$ cat config.mk
export PLATFORM = sky130hd
export DESIGN_NAME = fpu_top_level
export DESIGN_NICKNAME = d
export VERILOG_FILES = /design/src/fpu_pkg.sv /design/src/fp_addsub_unit.sv /design/src/fp_mul_unit.sv /design/src/fp_round_pack.sv /design/src/fpu_top_level.sv
export SDC_FILE = /design/constraint.sdc
export NUM_CORES = 2
export LEC_CHECK = 0
export ABC_AREA = 1
export BUFFER_PORTS_ARGS = -buffer_cell sky130_fd_sc_hd__buf_2
export CORE_MARGIN = 2
export CORE_UTILIZATION = 40
export CTS_CLUSTER_DIAMETER = 50
export DETAILED_ROUTE_END_ITERATION = 10
export PLACE_DENSITY_LB_ADDON = 0.05
export SLEW_MARGIN = 30
export SYNTH_ARGS = -nofsm -noshare
export SYNTH_HDL_FRONTEND = slang
export SYNTH_SLANG_ARGS = --single-unit
$ cat constraint.sdc
create_clock -name clk -period 47.5 [get_ports clk]
set_input_delay 4.75 -clock clk [delete_from_list [all_inputs] [get_ports clk]]
set_output_delay 4.75 -clock clk [all_outputs]
set_load 0.01 [all_outputs]
$ cat src/fpu_pkg.sv
package fpu_pkg;

   // ieee single layout
   localparam int exp_width  = 8;
   localparam int frac_width = 23;
   localparam int exp_bias   = 127;

   localparam int inter_exp_width = 10;   // signed biased exp, headroom for of/uf
   localparam int inter_man_width = 27;   // carry, hidden, 23 frac, guard, round

   localparam logic [31:0] canonical_nan = 32'h7fc00000;   // quiet nan

   // funct7 encodings
   typedef enum logic [6:0] {
      op_add     = 7'b0100000,
      op_sub     = 7'b0100100,
      op_mul     = 7'b0000010,
      op_invalid = 7'b1111111    // any other funct7
   } fpu_op_e;

   typedef enum logic [1:0] {
      cls_zero,      // also flushed subnormals
      cls_normal,
      cls_inf,
      cls_nan
   } fp_class_e;

   // unit result before normalize/round
   typedef struct packed {
      logic                              sign;
      fp_class_e                         cls;
      logic signed [inter_exp_width-1:0] exponent;      // biased, hidden bit at [25]
      logic [inter_man_width-1:0]        significand;
      logic                              sticky;        // or of bits below round
      logic                              invalid;       // inf-inf, inf*0
   } fp_inter_t;

   // bit 4 down to bit 0
   typedef struct packed {
      logic nv;
      logic dz;   // no divider here
      logic of;
      logic uf;
      logic nx;
   } fpu_flags_t;

   function automatic fp_class_e fp_classify(input logic [31:0] word);
      logic [exp_width-1:0]  e;
      logic [frac_width-1:0] f;
      e = word[frac_width +: exp_width];
      f = word[frac_width-1:0];
      if (e == '0) return cls_zero;                     // subnormal -> zero
      if (e == '1) return (f == '0) ? cls_inf : cls_nan;
      return cls_normal;
   endfunction

endpackage

$ cat src/fp_addsub_unit.sv
`timescale 1ns/10ps
module fp_addsub_unit
   import fpu_pkg::*;
(
   input  logic        clk,
   input  logic        rst_n,
   input  logic [31:0] floating_point1,
   input  logic [31:0] floating_point2,
   input  logic [6:0]  funct7,
   output fp_inter_t   addsub_res
);

   fp_class_e                    cls_a, cls_b;
   logic                         sign_a, sign_b;      // sign_b already flipped for sub
   logic [exp_width-1:0]         exp_a, exp_b;
   logic [frac_width-1:0]        frac_a, frac_b;
   logic [30:0]                  mag_a, mag_b;        // magnitude for the swap compare
   logic [inter_man_width-1:0]   sig_a, sig_b;
   logic                         swap;
   logic                         eff_sub;
   logic                         sign_big;
   logic [exp_width-1:0]         exp_big, exp_small;
   logic [inter_man_width-1:0]   sig_big, sig_small, sig_shift;
   logic [exp_width-1:0]         exp_diff;
   logic [4:0]                   shamt;
   logic [2*inter_man_width-1:0] align;
   logic                         align_sticky;
   logic [inter_man_width:0]     sum;                 // lsb carries sticky through the op
   fp_inter_t                    res_d;

   assign cls_a  = fp_classify(floating_point1);
   assign cls_b  = fp_classify(floating_point2);
   assign sign_a = floating_point1[31];
   assign sign_b = floating_point2[31] ^ (funct7 == op_sub);
   assign exp_a  = floating_point1[frac_width +: exp_width];
   assign exp_b  = floating_point2[frac_width +: exp_width];
   assign frac_a = floating_point1[frac_width-1:0];
   assign frac_b = floating_point2[frac_width-1:0];

   // zero class drops the fraction so subnormals vanish
   assign mag_a = (cls_a == cls_zero) ? '0 : floating_point1[30:0];
   assign mag_b = (cls_b == cls_zero) ? '0 : floating_point2[30:0];
   assign sig_a = (cls_a == cls_zero) ? '0 : {2'b01, frac_a, 2'b00};
   assign sig_b = (cls_b == cls_zero) ? '0 : {2'b01, frac_b, 2'b00};

   // larger magnitude goes first
   assign swap      = mag_b > mag_a;
   assign eff_sub   = sign_a ^ sign_b;
   assign sign_big  = swap ? sign_b : sign_a;
   assign exp_big   = swap ? exp_b : exp_a;
   assign exp_small = swap ? exp_a : exp_b;
   assign sig_big   = swap ? sig_b : sig_a;
   assign sig_small = swap ? sig_a : sig_b;

   // align small operand, anything past the round bit folds into sticky
   assign exp_diff = exp_big - exp_small;
   assign shamt    = (exp_diff >= exp_width'(inter_man_width)) ? 5'(inter_man_width)
                                                               : exp_diff[4:0];
   assign align        = {sig_small, {inter_man_width{1'b0}}} >> shamt;
   assign sig_shift    = align[2*inter_man_width-1:inter_man_width];
   assign align_sticky = |align[inter_man_width-1:0];

   // sticky as a third low bit keeps rne right after a 1-bit renormalize
   assign sum = eff_sub ? {sig_big, 1'b0} - {sig_shift, align_sticky}
                        : {sig_big, 1'b0} + {sig_shift, align_sticky};

   always_comb begin
      res_d             = '0;
      res_d.sign        = sign_big;
      res_d.cls         = cls_normal;
      res_d.exponent    = inter_exp_width'(exp_big);   // normalized later
      res_d.significand = sum[inter_man_width:1];
      res_d.sticky      = sum[0];
      if (cls_a == cls_nan || cls_b == cls_nan) begin
         res_d.cls = cls_nan;                           // quiet propagate, no nv
      end else if (cls_a == cls_inf && cls_b == cls_inf) begin
         res_d.cls     = eff_sub ? cls_nan : cls_inf;   // inf-inf is invalid
         res_d.invalid = eff_sub;
         res_d.sign    = sign_a;
      end else if (cls_a == cls_inf || cls_b == cls_inf) begin
         res_d.cls  = cls_inf;
         res_d.sign = (cls_a == cls_inf) ? sign_a : sign_b;
      end else if (cls_a == cls_zero && cls_b == cls_zero) begin
         res_d.cls  = cls_zero;
         res_d.sign = sign_a & sign_b;                  // only -0 + -0 stays negative
      end else if (sum == '0) begin
         res_d.cls  = cls_zero;                         // exact cancel -> +0
         res_d.sign = 1'b0;
      end
   end

   always_ff @(posedge clk) begin
      if (!rst_n) begin
         addsub_res <= '0;   // cls_zero
      end else begin
         addsub_res <= res_d;
      end
   end

   // normal class never leaves with an empty significand
   a_normal_nonzero: assert property (@(posedge clk) disable iff (!rst_n)
      addsub_res.cls == cls_normal |-> addsub_res.significand != '0);

endmodule

$ cat src/fp_mul_unit.sv
`timescale 1ns/10ps
module fp_mul_unit
   import fpu_pkg::*;
(
   input  logic        clk,
   input  logic        rst_n,
   input  logic [31:0] floating_point1,
   input  logic [31:0] floating_point2,
   input  logic [6:0]  funct7,
   output fp_inter_t   mul_res
);

   fp_class_e                         cls_a, cls_b;
   logic                              sign_p;
   logic [exp_width-1:0]              exp_a, exp_b;
   logic [frac_width:0]               sig_a, sig_b;   // hidden bit on top
   logic [2*frac_width+1:0]           prod;           // [47] carry, [46] hidden
   logic signed [inter_exp_width-1:0] exp_sum;
   logic                              any_zero, any_inf;
   fp_inter_t                         res_d;

   assign cls_a  = fp_classify(floating_point1);
   assign cls_b  = fp_classify(floating_point2);
   assign sign_p = floating_point1[31] ^ floating_point2[31];
   assign exp_a  = floating_point1[frac_width +: exp_width];
   assign exp_b  = floating_point2[frac_width +: exp_width];
   assign sig_a  = {1'b1, floating_point1[frac_width-1:0]};
   assign sig_b  = {1'b1, floating_point2[frac_width-1:0]};

   assign prod    = sig_a * sig_b;
   assign exp_sum = inter_exp_width'(exp_a) + inter_exp_width'(exp_b)
                    - inter_exp_width'(exp_bias);   // may go negative, caught in round

   assign any_zero = (cls_a == cls_zero) || (cls_b == cls_zero);
   assign any_inf  = (cls_a == cls_inf) || (cls_b == cls_inf);

   always_comb begin
      res_d             = '0;
      res_d.sign        = sign_p;
      res_d.cls         = cls_normal;
      res_d.exponent    = exp_sum;
      // top 27 bits line up with the adder's layout
      res_d.significand = prod[$high(prod) -: inter_man_width];
      res_d.sticky      = |prod[$high(prod)-inter_man_width:0];   // low product bits
      if (cls_a == cls_nan || cls_b == cls_nan) begin
         res_d.cls = cls_nan;
      end else if (any_inf && any_zero) begin
         res_d.cls     = cls_nan;   // inf * 0
         res_d.invalid = 1'b1;
      end else if (any_inf) begin
         res_d.cls = cls_inf;
      end else if (any_zero) begin
         res_d.cls = cls_zero;      // signed zero
      end
   end

   // only loads on multiply, holds otherwise to cut toggling
   always_ff @(posedge clk) begin
      if (!rst_n) begin
         mul_res <= '0;
      end else if (funct7 == op_mul) begin
         mul_res <= res_d;
      end
   end

   a_invalid_is_nan: assert property (@(posedge clk) disable iff (!rst_n)
      mul_res.invalid |-> mul_res.cls == cls_nan);

endmodule

$ cat src/fp_round_pack.sv
`timescale 1ns/10ps
module fp_round_pack
   import fpu_pkg::*;
(
   input  logic        clk,
   input  logic        rst_n,
   input  logic [6:0]  funct7,
   input  fp_inter_t   addsub_res,
   input  fp_inter_t   mul_res,
   output logic [31:0] floating_point_out,
   output fpu_flags_t  flags
);

   fpu_op_e                           op_dec, op_q;
   fp_inter_t                         sel;
   logic [4:0]                        lz;
   logic [inter_man_width-1:0]        sig_n;
   logic                              sticky_n;
   logic signed [inter_exp_width-1:0] exp_n, exp_r;
   logic                              lsb, guard, rest, round_up;
   logic [frac_width+1:0]             mant_r;   // hidden + frac + rounding carry
   logic [31:0]                       word_d;
   fpu_flags_t                        flags_d;

   // zeros above the first one, hidden bit position downward
   function automatic logic [4:0] lead_zeros(input logic [inter_man_width-2:0] sig);
      logic [4:0] n;
      logic       found;
      n     = '0;
      found = 1'b0;
      for (int i = inter_man_width - 2; i >= 0; i--) begin
         if (sig[i]) found = 1'b1;
         else if (!found) n = n + 5'd1;
      end
      return n;
   endfunction

   always_comb begin
      case (funct7)
         op_add:  op_dec = op_add;
         op_sub:  op_dec = op_sub;
         op_mul:  op_dec = op_mul;
         default: op_dec = op_invalid;
      endcase
   end

   assign sel = (op_q == op_mul) ? mul_res : addsub_res;   // same stage as units

   // normalize: one right shift on carry, else left by lz
   always_comb begin
      lz = lead_zeros(sel.significand[inter_man_width-2:0]);
      if (sel.significand[inter_man_width-1]) begin
         sig_n    = sel.significand >> 1;
         sticky_n = sel.sticky | sel.significand[0];
         exp_n    = sel.exponent + inter_exp_width'(1);
      end else begin
         sig_n    = sel.significand << lz;
         sticky_n = sel.sticky;
         exp_n    = sel.exponent - inter_exp_width'(lz);
      end
   end

   // round to nearest, ties to even
   assign lsb      = sig_n[2];
   assign guard    = sig_n[1];
   assign rest     = sig_n[0] | sticky_n;
   assign round_up = guard & (rest | lsb);
   assign mant_r   = {1'b0, sig_n[inter_man_width-2:2]} + (frac_width+2)'(round_up);
   // carry out leaves frac all zero, so only exp moves
   assign exp_r    = mant_r[frac_width+1] ? exp_n + inter_exp_width'(1) : exp_n;

   always_comb begin
      word_d  = '0;
      flags_d = '0;
      if (op_q == op_invalid) begin
         word_d     = canonical_nan;
         flags_d.nv = 1'b1;
      end else begin
         case (sel.cls)
            cls_nan: begin
               word_d     = canonical_nan;
               flags_d.nv = sel.invalid;   // nan input stays quiet
            end
            cls_inf:  word_d = {sel.sign, {exp_width{1'b1}}, {frac_width{1'b0}}};
            cls_zero: word_d = {sel.sign, 31'd0};
            default: begin
               if (exp_r >= (1 << exp_width) - 1) begin
                  word_d     = {sel.sign, {exp_width{1'b1}}, {frac_width{1'b0}}};
                  flags_d.of = 1'b1;
                  flags_d.nx = 1'b1;
               end else if (exp_r < 1) begin
                  word_d     = {sel.sign, 31'd0};   // flush, no subnormals
                  flags_d.uf = 1'b1;
                  flags_d.nx = 1'b1;
               end else begin
                  word_d     = {sel.sign, exp_r[exp_width-1:0], mant_r[frac_width-1:0]};
                  flags_d.nx = guard | rest;
               end
            end
         endcase
      end
   end

   always_ff @(posedge clk) begin
      if (!rst_n) begin
         op_q               <= op_add;
         floating_point_out <= '0;
         flags              <= '0;
      end else begin
         op_q               <= op_dec;
         floating_point_out <= word_d;
         flags              <= flags_d;
      end
   end

   a_of_nx: assert property (@(posedge clk) disable iff (!rst_n) flags.of |-> flags.nx);
   a_uf_nx: assert property (@(posedge clk) disable iff (!rst_n) flags.uf |-> flags.nx);

endmodule

$ cat src/fpu_top_level.sv
`timescale 1ns/10ps
module fpu_top_level
   import fpu_pkg::*;
(
   input  logic        clk,
   input  logic        rst_n,
   input  logic [31:0] floating_point1,
   input  logic [31:0] floating_point2,
   input  logic [6:0]  funct7,
   output logic [31:0] floating_point_out,
   output fpu_flags_t  flags
);

   fp_inter_t addsub_res;   // stage 1 results
   fp_inter_t mul_res;

   fp_addsub_unit u_addsub (
      .clk             (clk),
      .rst_n           (rst_n),
      .floating_point1 (floating_point1),
      .floating_point2 (floating_point2),
      .funct7          (funct7),
      .addsub_res      (addsub_res)
   );

   fp_mul_unit u_mul (
      .clk             (clk),
      .rst_n           (rst_n),
      .floating_point1 (floating_point1),
      .floating_point2 (floating_point2),
      .funct7          (funct7),
      .mul_res         (mul_res)
   );

   // op decode registered in here, lines up with the unit regs
   fp_round_pack u_round_pack (
      .clk                (clk),
      .rst_n              (rst_n),
      .funct7             (funct7),
      .addsub_res         (addsub_res),
      .mul_res            (mul_res),
      .floating_point_out (floating_point_out),
      .flags              (flags)
   );

endmodule

# Word level (Yosys, flattened, before mapping)

Cells that the tools add are included.

Register bits: 127
Output and inout bits: 37
Word-level logic and storage cells: 238

Add/sub/neg operators: 34
Reductions and logical operators: 20
$mul: 1
Muxes and demuxes: 133
Shift operators: 2
Order comparisons: 4
Bitwise gates (word level): 11
Equal/unequal tests: 13

Operators by type and width:

| operator                | count |
|---|---|
| $mux W5                 | 51 |
| $mux W31                | 5 |
| $add A5 B1 Y5 const B   | 24 |
| $pmux W32 S3            | 1 |
| $mux W26                | 3 |
| $mux W27                | 2 |
| $shr A54 B5 Y54         | 1 |
| $mul A24 B24 Y48        | 1 |
| $mux W1                 | 48 |
| $logic_not A23 Y1       | 2 |
| $mux W42                | 1 |
| $gt A31 B31 Y1          | 1 |
| $add A28 B28 Y28        | 1 |
| $logic_not A28 Y1       | 1 |
| $mux W28                | 1 |
| $sub A28 B28 Y28        | 1 |
| $reduce_or A27 Y1       | 1 |
| $shl A27 B5 Y26         | 1 |
| $add A24 B1 Y25         | 1 |
| $mux W2                 | 12 |
| $pmux W7 S3             | 1 |
| $reduce_or A21 Y1       | 1 |
| $add A10 B2 Y10 const B | 2 |
| $mux W10                | 2 |
| other kinds (27)        | 53 |

# Logic depth before layout (Yosys ltp)

Depth in word-level cells: 90
Gate-level depth with buffers: 120

# Modules after synthesis

A second synthesis with hierarchy kept.

Cells, all modules: 6109
Area, all modules: 39319.0 um2

Modules (own cells, without submodules):

| module         | cells an instance | area each (um2) | times used |
|---|---|---|---|
| fp_mul_unit    | 3128              | 22509.1         | 1 |
| fp_round_pack  | 1457              | 8410.6          | 1 |
| fp_addsub_unit | 1524              | 8399.3          | 1 |

# Worst setup path after synthesis

Ideal clock, no wire load.

Kind: reg2reg
Start point: reg u_round_pack.op_q[1]
End point: reg u_round_pack.floating_point_out[18]
Required time: 47.379 ns
Period minus slack after synthesis: 15.251 ns
Data arrival time: 15.130 ns
Stages on the path, launching flop included: 120
Library setup time: 0.121 ns
Slack: 32.249 ns
Cell sequence: dfxtp_1 inv_1 nor2_4 nand2_2 buf_6 buf_4 nand2_1 nand2_1 nor2_2 ha_1 inv_1 a21oi_1 ha_1 inv_1 nand2_1 nand2_1 nand3_1 nand2_1 [84 not listed] o32ai_1 xnor2_1 inv_1 nor2_1 nand4_1 xnor2_1 nand4_1 nand2_1 nand3_1 nor2_2 nand3_2 nand2_2 inv_2 nand2_4 inv_4 nand2_8 buf_12 nor2_4

Cells in the longest elaborated chain, start to end: 89
Elaborated cells on any way between the ends: 126

Ends and longest elaborated chain:

| what                     | line                 | text |
|---|---|---|
| start: declaration       | fp_round_pack.sv:14  | `fpu_op_e op_dec, op_q;` |
| start signal: assignment | fp_round_pack.sv:106 | `op_q <= op_add;` |
| start signal: assignment | fp_round_pack.sv:110 | `op_q <= op_dec;` |
| $eq A7 B2 Y1             | fp_round_pack.sv:47  | `assign sel = (op_q == op_mul) ? mul_res : addsub_res;` |
| $mux W42                 | fp_round_pack.sv:47  |  |
| $mux W1                  | fp_round_pack.sv:32  | `if (sig[i]) found = 1'b1;` |
| $add A1 B1 Y2            | fp_round_pack.sv:33  | `else if (!found) n = n + 5'd1;` |
| $mux W5                  | fp_round_pack.sv:33  |  |
| $mux W5                  | fp_round_pack.sv:32  |  |
| $add A5 B1 Y5            | fp_round_pack.sv:33  |  |
| $mux W5                  | fp_round_pack.sv:33  |  |
| [73 not listed]          | -                    |  |
| $or A1 B1 Y1             | fp_round_pack.sv:67  | `assign round_up = guard & (rest \| lsb);` |
| $and A1 B1 Y1            | fp_round_pack.sv:67  |  |
| $add A24 B1 Y25          | fp_round_pack.sv:68  | `assign mant_r = {1'b0, sig_n[inter_man_width-2:2]} + (frac_width+2)'(round_up);` |
| $mux W10                 | fp_round_pack.sv:70  | `assign exp_r = mant_r[frac_width+1] ? exp_n + inter_exp_width'(1) : exp_n;` |
| $lt A10 B2 Y1            | fp_round_pack.sv:91  | `end else if (exp_r < 1) begin` |
| $mux W31                 | fp_round_pack.sv:91  |  |
| $mux W31                 | fp_round_pack.sv:87  | `if (exp_r >= (1 << exp_width) - 1) begin` |
| $pmux W32 S3             | fp_round_pack.sv:79  | `case (sel.cls)` |
| end signal: assignment   | fp_round_pack.sv:111 | `floating_point_out <= word_d;` |
| end: declaration         | fp_round_pack.sv:10  | `output logic [31:0] floating_point_out,` |

Several ways; a longest one is shown, not always the timed one.
A chain may end at the register's enable or synchronous reset.

# Final worst setup path

Start point: reg u_round_pack.op_q[1]
End point: reg u_round_pack.floating_point_out[5]

The elaborated chain is that of the path after synthesis.

==> results.toml <==
[clock_tree]
clk_pin_slew_ns = 0.07
post_cts_buffers = 0
clockBufferDepth = 2
cts_tree = "yes"
cts_made_buffers = 17
cts_sinks = 122
cts_resized = 0
htree_levels = 4
clockRootBuffer = "clkbuf_16"
clk_latency_ns = 0.46
cts_hold_buf = 0

[global_routing]
antenna_found_initial = 7
grt_pass1_wl_um = 184000
overflow = 0
grt_max_degree = 92
grtUsageTotal = 0.263
grt_pass1_vias = 32000

[critical_path]
critPathArrivalTime_ns = 17.96
cpPeakStageDelay_ns = 0.53
worst_setup_path_end_kind = "flop"
regToRegSetupSlack_ns = 29.88
crit_top_cell = "nand2_1"
crit_type = "flop to flop"
reg2reg_depth = 115
start_kind = "flop"
slowest_stage = "nand2_2"
path_max_fanout = 47
cp.required_ns = 47.84

[pwr]
ir_drop_mv = 0.0981
power_density_nw_per_um2 = 82.8
leakage_nw = 21.0

[yosys]
synth-xor-area-share = 0.0219
synth_ff_type = "dfxtp_1"
synth-simple-area-share = 0.289
ys_types = 71
synth-compound-area-share = 0.0876
ys_seq_area_frac = 0.0687
synth.area.top_cells = "fa_1, nand2_1, inv_1"
yosys.area.top_type = "fa_1"
syn_inst = 5274
syn_area_per_cell_um2 = 6.74
ys_ff_latch = 122
syn_area_um2 = 35500
async_reset_ff_frac = 0
synth_top_family_by_area = "adder cells"
synth_edf_count = 0
synthAdderAreaFrac = 0.378
synth_top_cell_area_share = 0.273
syn_nets = 6130
yosys_warnings = 0
muxShareOfSynthArea = 0.000282

[place]
dpl.hpwl_um = 93000
post-place-ws_ns = 29.81
gp_congestion = 0.915
place_area_um2 = 36900
port_buffers = 108

[floorplanning]
die_y_um = 302
core_um2 = 88200
row_count = 109
dieArea_um2 = 91200
start_util = 0.403
die_x_um = 302
ios = 110

[timing]
fin_crit_sh = 0.371
timing.setup.tns_ns = 0
skew_ns = 0.0211
max_slew.worst_pin.slew_ns = 0.985
finalSetupViolations = 0
fin_crit_ns = 17.62
hold_viol = 0
finalMaxSlewViolations = 0
rsz0062_at_grt = "no"
fmax_ghz = 0.0568
setup_ws_ns = 29.88
slew_headroom = 0.337

[route]
viasPerCell = 5.04
drt-initial-drc-count = 2552
drt_wl_total_um = 118000
routedWlPerCell_um = 18.4
first_pass_iters = 6
postRouteAntennaNets = 0
num_vias = 32300
drc_errors = 0

[final_layout]
fin_util = 0.425
final_area_um2 = 37500
nFillCells = 9485
n_antenna_cell = 0
areaGrowthSynthToFinish_pct = 5.60
drive_gt1_frac = 0.0780
nets = 6086

[run_status]
status = "finished clean"

[worst_hold_path]
hp-class = "flop to flop"
min_path_cells = 2

[flow_run]
drv_cap = 0
[metrics by stage]
step | total power [W] | std cells | hold WS [ns]
floorplan | 0.00227 | 5274 | 0.421
CTS | 0.00313 | 6408 | 0.451
global placement | 0.00298 | 6376 | 0.435
detailed placement | 0.00296 | 6376 | 0.437
finish | 0.00311 | 6408 | 0.450
global route | 0.00357 | 6408 | 0.473
[sequential cells by signal (all words and copies together), names as in the netlist]
register                         count
u_round_pack.flags                   4
u_mul.mul_res                       42
u_addsub.addsub_res                 40
u_round_pack.floating_point_out     32
u_round_pack.op_q                    4
[cells in the mapped netlist, types with 10 or more instances]
cell type	instances
nand3b_1	11
nand2_1	1382
or2_2	36
nor4_1	20
inv_1	1130
dfxtp_1	122
nand4_1	68
ha_1	298
a21oi_1	175
o22ai_1	21
buf_6	11
nand3_1	329
inv_2	25
o21ai_2	10
o21ai_1	33
buf_4	12
a211oi_1	12
nor3_1	38
o21ai_0	185
a31oi_1	18
nand2_2	48
nor2_2	15
nor2_1	316
o31ai_1	20
clkbuf_1	199
fa_1	485
xnor2_1	27
o211ai_1	13
xor2_1	62
nor2_4	17
nand3_2	14
[area by class of cell]
cell class / count / area (um2) / area share
repair buffers: 169 / 998 / 0.0266
multi-input cells: 3746 / 27600 / 0.736
clock inverters: 15 / 150 / 0.00400
well taps: 1165 / 1460 / 0.0389
inverters: 1174 / 4440 / 0.118
clock buffers: 17 / 425 / 0.0113
flip-flops and latches: 122 / 2440 / 0.0651
[layer usage]
layer  vias to the layer above  GRT usage  part of all wire
li1                      16000          -                 -
met1                     15400      0.370              0.46
met2                       860      0.418              0.44
met3                       115     0.0424             0.067
met4                         6     0.0743             0.029
met5                         -          0           0.00032
[critical path: cells and delay by family (launching register included)]
family,cells,cell delay [ns]
AO/OA/AOI/OAI,17,2.86
XOR/XNOR,2,0.40
adder cells (fa/ha/maj),24,6.77
AND/OR/NAND/NOR,57,6.25
buffers and inverters,15,0.93
flip-flops,1,0.32
[placed cells by master (no fill, tap or decap), types with 21 or more instances in the layout]
| master | synthesis | final |
|---|---|---|
| buf_4 | 12 | 61 |
| o21ai_0 | 185 | 183 |
| nor3_1 | 38 | 38 |
| ha_1 | 298 | 298 |
| nor2_1 | 316 | 313 |
| buf_2 | 1 | 108 |
| a21oi_1 | 175 | 175 |
| o21ai_1 | 33 | 34 |
| o22ai_1 | 21 | 21 |
| nand2_2 | 48 | 48 |
| fa_1 | 485 | 485 |
| nand2_1 | 1382 | 1382 |
| xnor2_1 | 27 | 27 |
| inv_1 | 1130 | 1130 |
| dfxtp_1 | 122 | 122 |
| nand3_1 | 329 | 329 |
| xor2_1 | 62 | 62 |
| or2_2 | 36 | 36 |
| nand4_1 | 68 | 68 |
| inv_2 | 25 | 25 |
[power by group]
group	total, W	internal (W)	leakage (nW)	switching, W
combinational	0.00285	0.00107	19.7	0.00178
clock	0.000133	0.0000738	0.281	0.0000592
sequential	0.000124	0.000117	0.998	0.00000674
[worst paths after layout]
kind / start / to
worst max-delay path: u_round_pack.op_q[1]$_SDFF_PN0_ / u_round_pack.floating_point_out[5]$_SDFF_PP0_
worst min-delay path: u_mul.mul_res[2]$_SDFFE_PN0P_ / u_mul.mul_res[2]$_SDFFE_PN0P_
worst max register to register: u_round_pack.op_q[1]$_SDFF_PN0_ / u_round_pack.floating_point_out[5]$_SDFF_PP0_
worst min register to register: u_mul.mul_res[2]$_SDFFE_PN0P_ / u_mul.mul_res[2]$_SDFFE_PN0P_
[kinds of logic (layout without fill, tap and decap cells)]
group	count (synthesis)	count (layout)
AOI/OAI and AO/OA	541	541
DFF	122	122
other	1	1
muxes	1	1
and+or+nand+nor	2331	2331
xor gates and xnor gates	89	89
buffers and inverters	1406	1375
adders and majority gates	783	783
(Power assumes the default switching activity.)
